## src/common/store_buffer_macros.svh

```systemverilog
// ------------------------------
// Store buffer sizing macros
// Data, byte-enable and ROB index widths plus the default entry count
// ------------------------------

`ifndef STORE_BUFFER_MACROS_SVH
`define STORE_BUFFER_MACROS_SVH

// Datapath
`define SB_XLEN 64
`define SB_BE_W 8

// ROB index width
`define SB_ROB_IDX_W 4

// Default number of store buffer entries
`define SB_DEPTH 4

`endif

```

## src/common/store_buffer_pkg.sv

```systemverilog
// ------------------------------
// Store buffer types
// Widths, exception codes, entry states and the
// packed structs passed between the pipeline stages
// ------------------------------

`default_nettype none

`include "store_buffer_macros.svh"

package store_buffer_pkg;

  // Tag field wide enough for the default depth
  localparam int unsigned SB_TAG_W = $clog2(`SB_DEPTH);

  typedef logic [`SB_ROB_IDX_W-1:0] rob_idx_t;
  typedef logic [SB_TAG_W-1:0] sb_tag_t;

  typedef enum logic [1:0] {
    LS_BYTE,
    LS_HALFWORD,
    LS_WORD,
    LS_DOUBLEWORD
  } ls_width_e;

  typedef enum logic [3:0] {
    EXC_NONE          = 4'd0,
    EXC_ST_MISALIGNED = 4'd6
  } except_code_e;

  // Per-entry state
  typedef enum logic [3:0] {
    SB_EMPTY,
    SB_RS12_PENDING,
    SB_RS1_PENDING,
    SB_RS2_PENDING,
    SB_ADDR_REQ,
    SB_ADDR_WAIT,
    SB_ROB_WAIT,
    SB_MEM_REQ,
    SB_MEM_WAIT,
    SB_COMPLETED
  } sb_state_e;

  typedef struct packed {
    logic                ready;
    rob_idx_t            rob_idx;  // Producer when not ready
    logic [`SB_XLEN-1:0] value;
  } operand_t;

  typedef struct packed {
    ls_width_e           width;
    operand_t            rs1;      // Base address
    operand_t            rs2;      // Store data
    logic [`SB_XLEN-1:0] imm;
    rob_idx_t            dest_rob_idx;
  } issue_req_t;

  typedef struct packed {
    rob_idx_t            rob_idx;
    logic [`SB_XLEN-1:0] value;
    logic                except_raised;
    except_code_e        except_code;
  } cdb_t;

  typedef struct packed {
    sb_tag_t             tag;
    logic [`SB_XLEN-1:0] base;
    logic [`SB_XLEN-1:0] offset;
    ls_width_e           width;
  } addr_req_t;

  typedef struct packed {
    sb_tag_t             tag;
    logic [`SB_XLEN-1:0] addr;
    logic                misaligned;
  } addr_ans_t;

  typedef struct packed {
    logic [`SB_XLEN-1:0] addr;
    logic [`SB_XLEN-1:0] wdata;
    logic [`SB_BE_W-1:0] be;
    sb_tag_t             tag;
  } mem_req_t;

endpackage

`default_nettype wire

```

## src/store_buffer/sb_entry_table.sv

```systemverilog
// ------------------------------
// Store buffer entry table
// Circular queue of stores, one FSM per entry; head, tail,
// address and memory pointers pick the entry for each stage
// ------------------------------

`default_nettype none

`include "store_buffer_macros.svh"

module sb_entry_table
  import store_buffer_pkg::*;
#(
  parameter int unsigned DEPTH = `SB_DEPTH
) (
  input  wire logic                     clk_i,
  input  wire logic                     rst_ni,
  input  wire logic                     flush_i,
  input  wire logic                     issue_valid_i,
  input  wire issue_req_t               issue_req_i,
  output logic                          issue_ready_o,
  input  wire logic                     cdb_valid_i,
  input  wire cdb_t                     cdb_i,
  input  wire logic [`SB_ROB_IDX_W-1:0] comm_rob_clear_idx_i,
  output logic                          addr_req_valid_o,
  output addr_req_t                     addr_req_o,
  input  wire logic                     addr_ans_valid_i,
  input  wire addr_ans_t                addr_ans_i,
  output logic                          mem_entry_valid_o,
  output mem_req_t                      mem_entry_o,
  input  wire logic                     mem_entry_ready_i,
  input  wire logic                     mem_valid_i,
  input  wire sb_tag_t                  mem_tag_i,
  output logic                          cdb_valid_o,
  input  wire logic                     cdb_ready_i,
  output cdb_t                          cdb_o
);

  localparam int unsigned IdxW = (DEPTH > 1) ? $clog2(DEPTH) : 1;

  if (IdxW > SB_TAG_W) begin : gen_depth_check
    $error("DEPTH needs a wider tag than the package provides");
  end

  typedef struct packed {
    ls_width_e           width;
    rob_idx_t            rs1_rob_idx;
    logic [`SB_XLEN-1:0] rs1_value;
    rob_idx_t            rs2_rob_idx;
    logic [`SB_XLEN-1:0] rs2_value;
    rob_idx_t            dest_rob_idx;
    logic [`SB_XLEN-1:0] imm_addr;     // Offset, later the address
    logic                misaligned;
  } entry_t;

  entry_t    [DEPTH-1:0] entry_q;
  sb_state_e [DEPTH-1:0] state_q, state_d;
  logic      [IdxW-1:0]  head_q, tail_q, addr_q, mem_q;

  logic                push, pop, addr_fire, mem_fire, mem_skip;
  logic                iss_rs1_hit, iss_rs2_hit;
  sb_state_e           issue_state;
  logic [IdxW-1:0]     ans_idx, resp_idx;
  logic [DEPTH-1:0]    hit_rs1, hit_rs2, rob_go;
  logic [`SB_BE_W-1:0] be_mask;

  function automatic logic [IdxW-1:0] ptr_inc(input logic [IdxW-1:0] ptr);
    ptr_inc = (ptr == IdxW'(DEPTH - 1)) ? '0 : ptr + 1'b1;
  endfunction

  assign push      = issue_valid_i & issue_ready_o;
  assign pop       = cdb_valid_o & cdb_ready_i;
  assign addr_fire = addr_req_valid_o;                  // Address stage never stalls
  assign mem_fire  = mem_entry_valid_o & mem_entry_ready_i;
  assign mem_skip  = state_q[mem_q] == SB_COMPLETED;    // Misaligned, no write
  assign ans_idx   = IdxW'(addr_ans_i.tag);
  assign resp_idx  = IdxW'(mem_tag_i);

  // Operand arriving on the CDB in the issue cycle
  assign iss_rs1_hit = cdb_valid_i & ~issue_req_i.rs1.ready &
                       (cdb_i.rob_idx == issue_req_i.rs1.rob_idx);
  assign iss_rs2_hit = cdb_valid_i & ~issue_req_i.rs2.ready &
                       (cdb_i.rob_idx == issue_req_i.rs2.rob_idx);

  always_comb begin : p_issue_state
    case ({issue_req_i.rs1.ready | iss_rs1_hit, issue_req_i.rs2.ready | iss_rs2_hit})
      2'b11:   issue_state = SB_ADDR_REQ;
      2'b10:   issue_state = SB_RS2_PENDING;
      2'b01:   issue_state = SB_RS1_PENDING;
      default: issue_state = SB_RS12_PENDING;
    endcase
  end

  always_comb begin : p_match
    for (int i = 0; i < DEPTH; i++) begin
      hit_rs1[i] = cdb_valid_i & (cdb_i.rob_idx == entry_q[i].rs1_rob_idx);
      hit_rs2[i] = cdb_valid_i & (cdb_i.rob_idx == entry_q[i].rs2_rob_idx);
      rob_go[i]  = comm_rob_clear_idx_i == entry_q[i].dest_rob_idx;
    end
  end

  // ------------------------------
  // Entry FSMs
  // ------------------------------
  always_comb begin : p_next_state
    state_d = state_q;
    for (int i = 0; i < DEPTH; i++) begin
      case (state_q[i])
        SB_EMPTY: if (push && tail_q == IdxW'(i)) state_d[i] = issue_state;
        SB_RS12_PENDING: begin
          if (hit_rs1[i] && hit_rs2[i]) state_d[i] = SB_ADDR_REQ;
          else if (hit_rs1[i]) state_d[i] = SB_RS2_PENDING;
          else if (hit_rs2[i]) state_d[i] = SB_RS1_PENDING;
        end
        SB_RS1_PENDING: if (hit_rs1[i]) state_d[i] = SB_ADDR_REQ;
        SB_RS2_PENDING: if (hit_rs2[i]) state_d[i] = SB_ADDR_REQ;
        SB_ADDR_REQ: if (addr_fire && addr_q == IdxW'(i)) state_d[i] = SB_ADDR_WAIT;
        SB_ADDR_WAIT: begin
          if (addr_ans_valid_i && ans_idx == IdxW'(i)) begin
            if (addr_ans_i.misaligned) state_d[i] = SB_COMPLETED;
            else if (rob_go[i]) state_d[i] = SB_MEM_REQ;
            else state_d[i] = SB_ROB_WAIT;
          end
        end
        SB_ROB_WAIT: if (rob_go[i]) state_d[i] = SB_MEM_REQ;
        SB_MEM_REQ: if (mem_fire && mem_q == IdxW'(i)) state_d[i] = SB_MEM_WAIT;
        SB_MEM_WAIT: if (mem_valid_i && resp_idx == IdxW'(i)) state_d[i] = SB_COMPLETED;
        SB_COMPLETED: if (pop && head_q == IdxW'(i)) state_d[i] = SB_EMPTY;
        default: state_d[i] = SB_EMPTY;
      endcase
    end
  end

  always_ff @(posedge clk_i or negedge rst_ni) begin : p_state
    if (!rst_ni) begin
      state_q <= {DEPTH{SB_EMPTY}};
    end else if (flush_i) begin
      state_q <= {DEPTH{SB_EMPTY}};
    end else begin
      state_q <= state_d;
    end
  end

  always_ff @(posedge clk_i or negedge rst_ni) begin : p_ptrs
    if (!rst_ni) begin
      head_q <= '0;
      tail_q <= '0;
      addr_q <= '0;
      mem_q  <= '0;
    end else if (flush_i) begin
      head_q <= '0;
      tail_q <= '0;
      addr_q <= '0;
      mem_q  <= '0;
    end else begin
      if (pop) head_q <= ptr_inc(head_q);
      if (push) tail_q <= ptr_inc(tail_q);
      if (addr_fire) addr_q <= ptr_inc(addr_q);
      if (mem_fire || mem_skip) mem_q <= ptr_inc(mem_q);
    end
  end

  // ------------------------------
  // Entry payload
  // ------------------------------
  always_ff @(posedge clk_i) begin : p_payload
    for (int i = 0; i < DEPTH; i++) begin
      if (state_q[i] == SB_EMPTY && push && tail_q == IdxW'(i)) begin
        entry_q[i].width        <= issue_req_i.width;
        entry_q[i].rs1_rob_idx  <= issue_req_i.rs1.rob_idx;
        entry_q[i].rs1_value    <= iss_rs1_hit ? cdb_i.value : issue_req_i.rs1.value;
        entry_q[i].rs2_rob_idx  <= issue_req_i.rs2.rob_idx;
        entry_q[i].rs2_value    <= iss_rs2_hit ? cdb_i.value : issue_req_i.rs2.value;
        entry_q[i].dest_rob_idx <= issue_req_i.dest_rob_idx;
        entry_q[i].imm_addr     <= issue_req_i.imm;
        entry_q[i].misaligned   <= 1'b0;
      end
      if (hit_rs1[i] && (state_q[i] == SB_RS12_PENDING || state_q[i] == SB_RS1_PENDING)) begin
        entry_q[i].rs1_value <= cdb_i.value;
      end
      if (hit_rs2[i] && (state_q[i] == SB_RS12_PENDING || state_q[i] == SB_RS2_PENDING)) begin
        entry_q[i].rs2_value <= cdb_i.value;
      end
      if (state_q[i] == SB_ADDR_WAIT && addr_ans_valid_i && ans_idx == IdxW'(i)) begin
        entry_q[i].imm_addr   <= addr_ans_i.addr;
        entry_q[i].misaligned <= addr_ans_i.misaligned;
      end
    end
  end

  // ------------------------------
  // Stage outputs
  // ------------------------------
  assign issue_ready_o = state_q[tail_q] == SB_EMPTY;

  assign addr_req_valid_o  = state_q[addr_q] == SB_ADDR_REQ;
  assign addr_req_o.tag    = sb_tag_t'(addr_q);
  assign addr_req_o.base   = entry_q[addr_q].rs1_value;
  assign addr_req_o.offset = entry_q[addr_q].imm_addr;
  assign addr_req_o.width  = entry_q[addr_q].width;

  // Byte mask at lane zero
  always_comb begin : p_be_mask
    case (entry_q[mem_q].width)
      LS_BYTE:     be_mask = 8'h01;
      LS_HALFWORD: be_mask = 8'h03;
      LS_WORD:     be_mask = 8'h0f;
      default:     be_mask = 8'hff;
    endcase
  end

  assign mem_entry_valid_o = state_q[mem_q] == SB_MEM_REQ;
  assign mem_entry_o.addr  = entry_q[mem_q].imm_addr;
  assign mem_entry_o.wdata = entry_q[mem_q].rs2_value;
  assign mem_entry_o.be    = be_mask;
  assign mem_entry_o.tag   = sb_tag_t'(mem_q);

  // Address goes out as the result value
  assign cdb_valid_o         = state_q[head_q] == SB_COMPLETED;
  assign cdb_o.rob_idx       = entry_q[head_q].dest_rob_idx;
  assign cdb_o.value         = entry_q[head_q].imm_addr;
  assign cdb_o.except_raised = entry_q[head_q].misaligned;
  assign cdb_o.except_code   = entry_q[head_q].misaligned ? EXC_ST_MISALIGNED : EXC_NONE;

  // ------------------------------
  // Assertions
  // ------------------------------
  // Tail only meets a busy entry when the ring is full
  a_tail_free : assert property (@(posedge clk_i) disable iff (!rst_ni)
    state_q[tail_q] != SB_EMPTY |-> tail_q == head_q)
    else $error("Tail entry %0d in use while head is entry %0d", tail_q, head_q);

  // Response must belong to an outstanding write
  a_resp_tag : assert property (@(posedge clk_i) disable iff (!rst_ni)
    mem_valid_i && !flush_i |-> state_q[resp_idx] == SB_MEM_WAIT)
    else $error("Memory response for entry %0d not in memory wait", resp_idx);

endmodule

`default_nettype wire

```

## src/store_buffer/sb_addr_gen.sv

```systemverilog
// ------------------------------
// Store address stage
// Base plus offset, registered for one cycle, with a check
// of the low address bits against the access width
// ------------------------------

`default_nettype none

`include "store_buffer_macros.svh"

module sb_addr_gen
  import store_buffer_pkg::*;
(
  input  wire logic      clk_i,
  input  wire logic      rst_ni,
  input  wire logic      flush_i,
  input  wire logic      req_valid_i,
  input  wire addr_req_t req_i,
  output logic           ans_valid_o,
  output addr_ans_t      ans_o
);

  logic [`SB_XLEN-1:0] sum;
  logic                misaligned;

  assign sum = req_i.base + req_i.offset;

  always_comb begin : p_align
    case (req_i.width)
      LS_HALFWORD:   misaligned = sum[0];
      LS_WORD:       misaligned = |sum[1:0];
      LS_DOUBLEWORD: misaligned = |sum[2:0];
      default:       misaligned = 1'b0;           // Bytes always fit
    endcase
  end

  always_ff @(posedge clk_i or negedge rst_ni) begin : p_valid
    if (!rst_ni) begin
      ans_valid_o <= 1'b0;
    end else begin
      ans_valid_o <= req_valid_i & ~flush_i;      // Flush drops the answer
    end
  end

  always_ff @(posedge clk_i) begin : p_ans
    if (req_valid_i) begin
      ans_o.tag        <= req_i.tag;
      ans_o.addr       <= sum;
      ans_o.misaligned <= misaligned;
    end
  end

endmodule

`default_nettype wire

```

## src/store_buffer/sb_mem_port.sv

```systemverilog
// ------------------------------
// Store memory port
// Output register for write requests; moves byte enables
// and data onto the lanes picked by the low address bits
// ------------------------------

`default_nettype none

`include "store_buffer_macros.svh"

module sb_mem_port
  import store_buffer_pkg::*;
(
  input  wire logic     clk_i,
  input  wire logic     rst_ni,
  input  wire logic     flush_i,
  input  wire logic     entry_valid_i,
  input  wire mem_req_t entry_i,
  output logic          entry_ready_o,
  output logic          mem_valid_o,
  input  wire logic     mem_ready_i,
  output mem_req_t      mem_req_o
);

  logic [`SB_BE_W-1:0] be_placed;
  logic [`SB_XLEN-1:0] wdata_placed;

  // Lane placement inside the doubleword
  assign be_placed    = entry_i.be << entry_i.addr[2:0];
  assign wdata_placed = entry_i.wdata << {entry_i.addr[2:0], 3'b000};

  // Empty, or draining this cycle
  assign entry_ready_o = ~mem_valid_o | mem_ready_i;

  always_ff @(posedge clk_i or negedge rst_ni) begin : p_valid
    if (!rst_ni) begin
      mem_valid_o <= 1'b0;
    end else if (flush_i) begin
      mem_valid_o <= 1'b0;
    end else if (entry_ready_o) begin
      mem_valid_o <= entry_valid_i;
    end
  end

  always_ff @(posedge clk_i) begin : p_req
    if (entry_valid_i && entry_ready_o) begin
      mem_req_o.addr  <= entry_i.addr;
      mem_req_o.wdata <= wdata_placed;
      mem_req_o.be    <= be_placed;
      mem_req_o.tag   <= entry_i.tag;
    end
  end

  // ------------------------------
  // Assertions
  // ------------------------------
  a_req_stable : assert property (@(posedge clk_i) disable iff (!rst_ni)
    mem_valid_o && !mem_ready_i && !flush_i |=> mem_valid_o && $stable(mem_req_o))
    else $error("Memory request changed while stalled");

endmodule

`default_nettype wire

```

## src/store_buffer/store_buffer.sv

```systemverilog
// ------------------------------
// Store buffer top level
// Entry table, address stage and memory port in a pipeline
// ------------------------------

`default_nettype none

`include "store_buffer_macros.svh"

module store_buffer
  import store_buffer_pkg::*;
#(
  parameter int unsigned DEPTH = `SB_DEPTH
) (
  input  wire logic                     clk_i,
  input  wire logic                     rst_ni,
  input  wire logic                     flush_i,
  // Issue
  input  wire logic                     issue_valid_i,
  input  wire issue_req_t               issue_req_i,
  output logic                          issue_ready_o,
  // CDB in
  input  wire logic                     cdb_valid_i,
  input  wire cdb_t                     cdb_i,
  // Commit
  input  wire logic [`SB_ROB_IDX_W-1:0] comm_rob_clear_idx_i,
  // Memory
  output logic                          mem_valid_o,
  input  wire logic                     mem_ready_i,
  output mem_req_t                      mem_req_o,
  input  wire logic                     mem_valid_i,
  input  wire sb_tag_t                  mem_tag_i,
  // CDB out
  output logic                          cdb_valid_o,
  input  wire logic                     cdb_ready_i,
  output cdb_t                          cdb_o
);

  // ------------------------------
  // Stage links
  // ------------------------------
  logic      addr_req_valid;
  addr_req_t addr_req;
  logic      addr_ans_valid;
  addr_ans_t addr_ans;
  logic      mem_entry_valid;
  logic      mem_entry_ready;
  mem_req_t  mem_entry;           // Unshifted lanes

  sb_entry_table #(
    .DEPTH(DEPTH)
  ) i_entry_table (
    .clk_i               (clk_i),
    .rst_ni              (rst_ni),
    .flush_i             (flush_i),
    .issue_valid_i       (issue_valid_i),
    .issue_req_i         (issue_req_i),
    .issue_ready_o       (issue_ready_o),
    .cdb_valid_i         (cdb_valid_i),
    .cdb_i               (cdb_i),
    .comm_rob_clear_idx_i(comm_rob_clear_idx_i),
    .addr_req_valid_o    (addr_req_valid),
    .addr_req_o          (addr_req),
    .addr_ans_valid_i    (addr_ans_valid),
    .addr_ans_i          (addr_ans),
    .mem_entry_valid_o   (mem_entry_valid),
    .mem_entry_o         (mem_entry),
    .mem_entry_ready_i   (mem_entry_ready),
    .mem_valid_i         (mem_valid_i),
    .mem_tag_i           (mem_tag_i),
    .cdb_valid_o         (cdb_valid_o),
    .cdb_ready_i         (cdb_ready_i),
    .cdb_o               (cdb_o)
  );

  sb_addr_gen i_addr_gen (
    .clk_i      (clk_i),
    .rst_ni     (rst_ni),
    .flush_i    (flush_i),
    .req_valid_i(addr_req_valid),
    .req_i      (addr_req),
    .ans_valid_o(addr_ans_valid),
    .ans_o      (addr_ans)
  );

  sb_mem_port i_mem_port (
    .clk_i        (clk_i),
    .rst_ni       (rst_ni),
    .flush_i      (flush_i),
    .entry_valid_i(mem_entry_valid),
    .entry_i      (mem_entry),
    .entry_ready_o(mem_entry_ready),
    .mem_valid_o  (mem_valid_o),
    .mem_ready_i  (mem_ready_i),
    .mem_req_o    (mem_req_o)
  );

endmodule

`default_nettype wire

```

## config.mk

```make
export PLATFORM = sky130hd
export DESIGN_NAME = store_buffer
export DESIGN_NICKNAME = d
export VERILOG_FILES = /design/src/common/store_buffer_pkg.sv /design/src/store_buffer/sb_entry_table.sv /design/src/store_buffer/sb_addr_gen.sv /design/src/store_buffer/sb_mem_port.sv /design/src/store_buffer/store_buffer.sv
export VERILOG_INCLUDE_DIRS = /design/src /design/src/common
export SDC_FILE = /design/constraint.sdc
export NUM_CORES = 2
export LEC_CHECK = 0
export BUFFER_PORTS_ARGS = -buffer_cell sky130_fd_sc_hd__buf_2
export CAP_MARGIN = 20
export CORE_ASPECT_RATIO = 1.25
export CORE_MARGIN = 5
export CORE_UTILIZATION = 52
export DETAILED_ROUTE_END_ITERATION = 8
export GPL_TIMING_DRIVEN = 0
export HOLD_SLACK_MARGIN = 0.05
export PLACE_DENSITY = 0.82
export SYNTH_ARGS = -nofsm -noshare
export SYNTH_HDL_FRONTEND = slang
export SYNTH_SLANG_ARGS = --single-unit
```

## constraint.sdc

```tcl
create_clock -name clk_i -period 14.76 [get_ports clk_i]
set_clock_uncertainty 0.1 [all_clocks]
set_input_delay 0.738 -clock clk_i [delete_from_list [all_inputs] [get_ports clk_i]]
set_output_delay 0.738 -clock clk_i [all_outputs]
set_load 0.01 [all_outputs]
```

==> results by stage <==
Clocking:
- The clock transition time at the flip-flop clock pins of the worst setup and hold paths is about 80 ps.
- Counting the buffers created by CTS gives 101.
- The total number of clock tree sinks is 1059.
- TritonCTS built the clock tree.
- The cell sitting at the root of the clock tree is a clkbuf_16.
- Gates resized during post-CTS repair numbered 0.
- Counting along the longest clock path gives a buffer depth of 3.
- After clock tree synthesis, the setup repair step added 0 buffers.
- The later-pin clock latency in the skew report is between 700 and 800 ps.
- In this run the number of H-tree levels came out at 3.

Worst setup path:
- The cell type group with the largest total delay on the critical path is compound AO/OA/AOI/OAI gates.
- The highest net fanout along the worst path is 10.
- The critical path's largest stage delay is 870 ps.
- The worst path arrival time is 7150 ps.
- The critical path startpoint category is a register.
- The required time of the critical path is 15120 ps.
- The critical path endpoint category is a register.
- The worst setup path is of the reg2reg kind.
- The signal on the critical path passes through buf_2, clkbuf_1, buf_1, mux4_2, ha_1, a211oi_1, o21bai_1, o2111ai_1, nand2_1, a311oi_1, o21ai_1, o21a_1, a21oi_1, o21ai_0, xor2_1.
- The number of buffers and inverters on the critical path is 3.
- The master of the slowest instance on the critical path is buf_1.

Finish:
- The area of the multi-input gates is roughly 22000 sq um.
- The area growth from synthesis to layout is 15.06%.
- The post-route netlist has between 20% and 30% of its cells at a drive strength greater than 1.
- In the final layout, flip-flops and latches occupy 31670 sq um.
- The number of nets in the layout is 4728.
- The number of fill cells is 8013.

Yosys:
- The post-synthesis instance total is approximately 3800.
- The leading register cell type out of synthesis is edfxtp_1.
- The area share of the largest cell type after synthesis is 55.86%.
- After synthesis, the share of cell area in mux cells is 14.68%.
- The number of enable-type register cells in the synthesized netlist is 1033.
- The xor/xnor cell area share of the yosys netlist is 1.893%.
- The average cell area after synthesis is 14.72 sq um.
- The commonest cells after synthesis are 1033 x edfxtp_1, 769 x a22o_1, 333 x mux4_2.
- Counting flops with an async set or reset pin after synthesis yields a share of around 2.5%.
- Summing the sequential cell areas from Yosys gives 57.03% of the chip area.
- Summing the areas of all and, or, nand and nor instances in the mapped netlist gives 4.288% of the synthesized area.
- Yosys attributes the largest share of cell area to edfxtp_1 56%, mux4_2 14%, a22o_1 12%.
- The cell area after synthesis is between 50000 and 60000 sq um.
- The share of synthesized cell area in full adder, half adder and majority cells is between 1.5 and 2%.
- The synthesized design contains 1059 register bits.
- The cell type contributing the most total cell area after synthesis is edfxtp_1.
- Yosys printed 0 warnings.
- The main combinational cell family by area after synthesis is compound AO/OA/AOI/OAI gates.
- The count of distinct cell types in the synthesized netlist is 85.
- The synthesized netlist devotes 16.94% of its cell area to compound gates.
- The most frequent cell after synthesis is edfxtp_1.

Status:
- The run finished with clean final reports.

Route:
- The first routing iteration left 6107 violations.
- The vias per cell is 6.894.
- The remaining antenna violation count is 0.
- After detailed routing, the total wire length is approximately 190 mm.
- The total via count in the routed design is between 40000 and 50000.
- The number of design rule violations left after detail routing is 0.
- The count of TritonRoute iterations in the first routing pass is 6.
- The average wire per standard cell is 32.11 um.

STA:
- At the pin with the least slew margin, the transition time is 1172 ps.
- The final hold violation count was 0.
- The number of max-slew violations in the final report was 0.
- The timing-limited maximum frequency is roughly 150 MHz.
- Setup repair after global routing left no endpoint under its margin.
- The worst pin sits at a relative slew slack of 21.85%.
- The shortest period the worst path allows is 6788 ps.
- Setup slack on the critical path of the routed design comes to between 7000 and 8000 ps.
- In the finished design, the share of the clock period the worst path needs comes to 45.99%.
- Setup violations remaining at the end of the flow were counted as 0.
- Adding up every negative setup slack in the final design gives 0 ps.

Flow run:
- The tool flagged a number of max-cap violations equal to 0.

Floorplan:
- The floorplan step defined a core boundary enclosing 106500 sq um.
- The I/O pin count is 509.
- The floorplan step set the die width to 302.3 um.
- In this run the core area contains 134 standard-cell rows.
- The die is between 300 and 400 um tall.
- For this configuration, the core starts out at a cell density of between 50% and 60%.
- The area of the die is about 110000 sq um.

Placement:
- The worst setup slack after placement is slightly above 8000 ps.
- The count of buffers from port buffering is 435.
- The congestion estimate from routability-driven global placement came to 0.9792.
- The sum of net half-perimeters after detailed placement is 139.0 mm.

Global route:
- The first global-routing pass estimated 269.7 mm of wire.
- Entering global routing, the biggest net connects 61 pins.
- The remaining global-route overflow is 0.
- The number of global-route vias before repair came to 39960.
- The number of antenna violations at the first check in global routing is 98.
- The total global-route track usage is 32.54%.

Min path:
- The type of the worst min-delay path is in2reg.

Power:
- The power density relative to cell area is slightly below 200 nW/um^2.
- Summed over all cells, the static leakage comes to 0.02296 uW.
- The maximum vdd drop is 0.0001256 V.
what timing repair did:
| item | in CTS | in global routing |
|---|---|---|
| hold buffers | 1 | 0 |
| setup endpoints to repair | 0 | 0 |
| hold endpoints to repair | 26 | 0 |
cells by family (layout without fill, tap and decap cells):
| group | Yosys count | count (layout) |
|---|---|---|
| compound gates | 1195 | 1195 |
| buf+inv | 424 | 1088 |
| other cells | 1 | 82 |
| mux | 396 | 396 |
| xor+xnor | 120 | 120 |
| simple gates | 496 | 496 |
| fa+ha+maj | 81 | 81 |
| flops | 1059 | 1059 |
where the power goes:
part | internal, uW | switching [uW] | total, uW
combinational | 2110 | 3420 | 5530
sequential | 4190 | 232 | 4420
clock | 1550 | 1200 | 2750
final cells by class:
type,instances,area share [%]
antenna,80,0.3133
buffer,380,2.636
clock buffer,120,4.116
clock inverter,68,1.269
inverter,44,0.2585
multi-input combinational,2290,34.58
sequential,1059,49.57
tap,1428,2.796
timing repair buffer,476,4.463
sequential cells by signal (all words and copies together), names as in the netlist:
signal,flops
i_entry_table.entry_q,828
i_mem_port.mem_req_o,138
i_addr_gen.ans_o,67
i_entry_table.state_q,16
i_entry_table.addr_q,2
i_entry_table.head_q,2
i_entry_table.mem_q,2
i_entry_table.tail_q,2
i_addr_gen.ans_valid_o,1
i_mem_port.mem_valid_o,1
placed cells by master (no fill, tap or decap), drive strengths merged, types with 6 or more instances in the layout:
master | Yosys | routed
nand4 | 24 | 24
nand2b | 18 | 18
nor2b | 11 | 11
dfrtp | 26 | 26
mux4 | 333 | 333
nand3 | 29 | 29
and3 | 10 | 10
or3 | 7 | 7
inv | 42 | 44
nor3 | 28 | 28
a22o | 769 | 769
xnor2 | 55 | 55
nor2 | 148 | 148
nand2 | 162 | 162
and2 | 18 | 18
nor4 | 17 | 17
a21oi | 136 | 136
mux2 | 19 | 19
or2 | 8 | 8
o21a | 6 | 6
o211ai | 27 | 27
a21o | 54 | 54
ha | 80 | 80
clkinv | 2 | 43
a221oi | 6 | 6
o22ai | 13 | 13
o21bai | 11 | 11
clkbuf | 139 | 259
a31oi | 17 | 17
mux2i | 44 | 44
bufinv | 0 | 15
xor2 | 65 | 65
edfxtp | 1033 | 1033
diode | 0 | 80
a211oi | 10 | 10
buf | 241 | 716
clkinvlp | 0 | 10
o21ai | 97 | 97
through the flow:
step                total power [uW]  instances  util [%]  cell area [sq um]  hold WS [ps]
floorplan                       8002       3773         -              55540         342.4
global placement                9674       5636     55.89              59500         417.7
detailed placement              9807       5667     56.49              60140         442.4
CTS                            12530       5856     59.73              63590         99.22
global route                   13140       5901     59.91              63780         120.9
finish                         12700       5945     60.01              63890         145.5
layer usage:
metal	part of all wire, %	GRT usage (%)
met4	6.5	17.97
met2	48	52.36
met5	0.10	0
met3	13	8.791
met1	33	40.11
path summary, 6_finish.rpt:
check                                         from  slack (ps)                         end  depth (start not counted)
min in group asynchronous                   rst_ni         510   i_entry_table.state_q[11]                          2
min reg2reg                i_entry_table.addr_q[0]         500        i_addr_gen.ans_o[65]                          0
max reg2reg                i_entry_table.addr_q[0]        7970        i_addr_gen.ans_o[52]                         15
max                        i_entry_table.addr_q[0]        7970        i_addr_gen.ans_o[52]                         15
max in group asynchronous                   rst_ni       13570    i_entry_table.state_q[4]                          2
min                               issue_req_i[207]         150  i_entry_table.entry_q[827]                          1
Power figures use the tool's default switching activity.
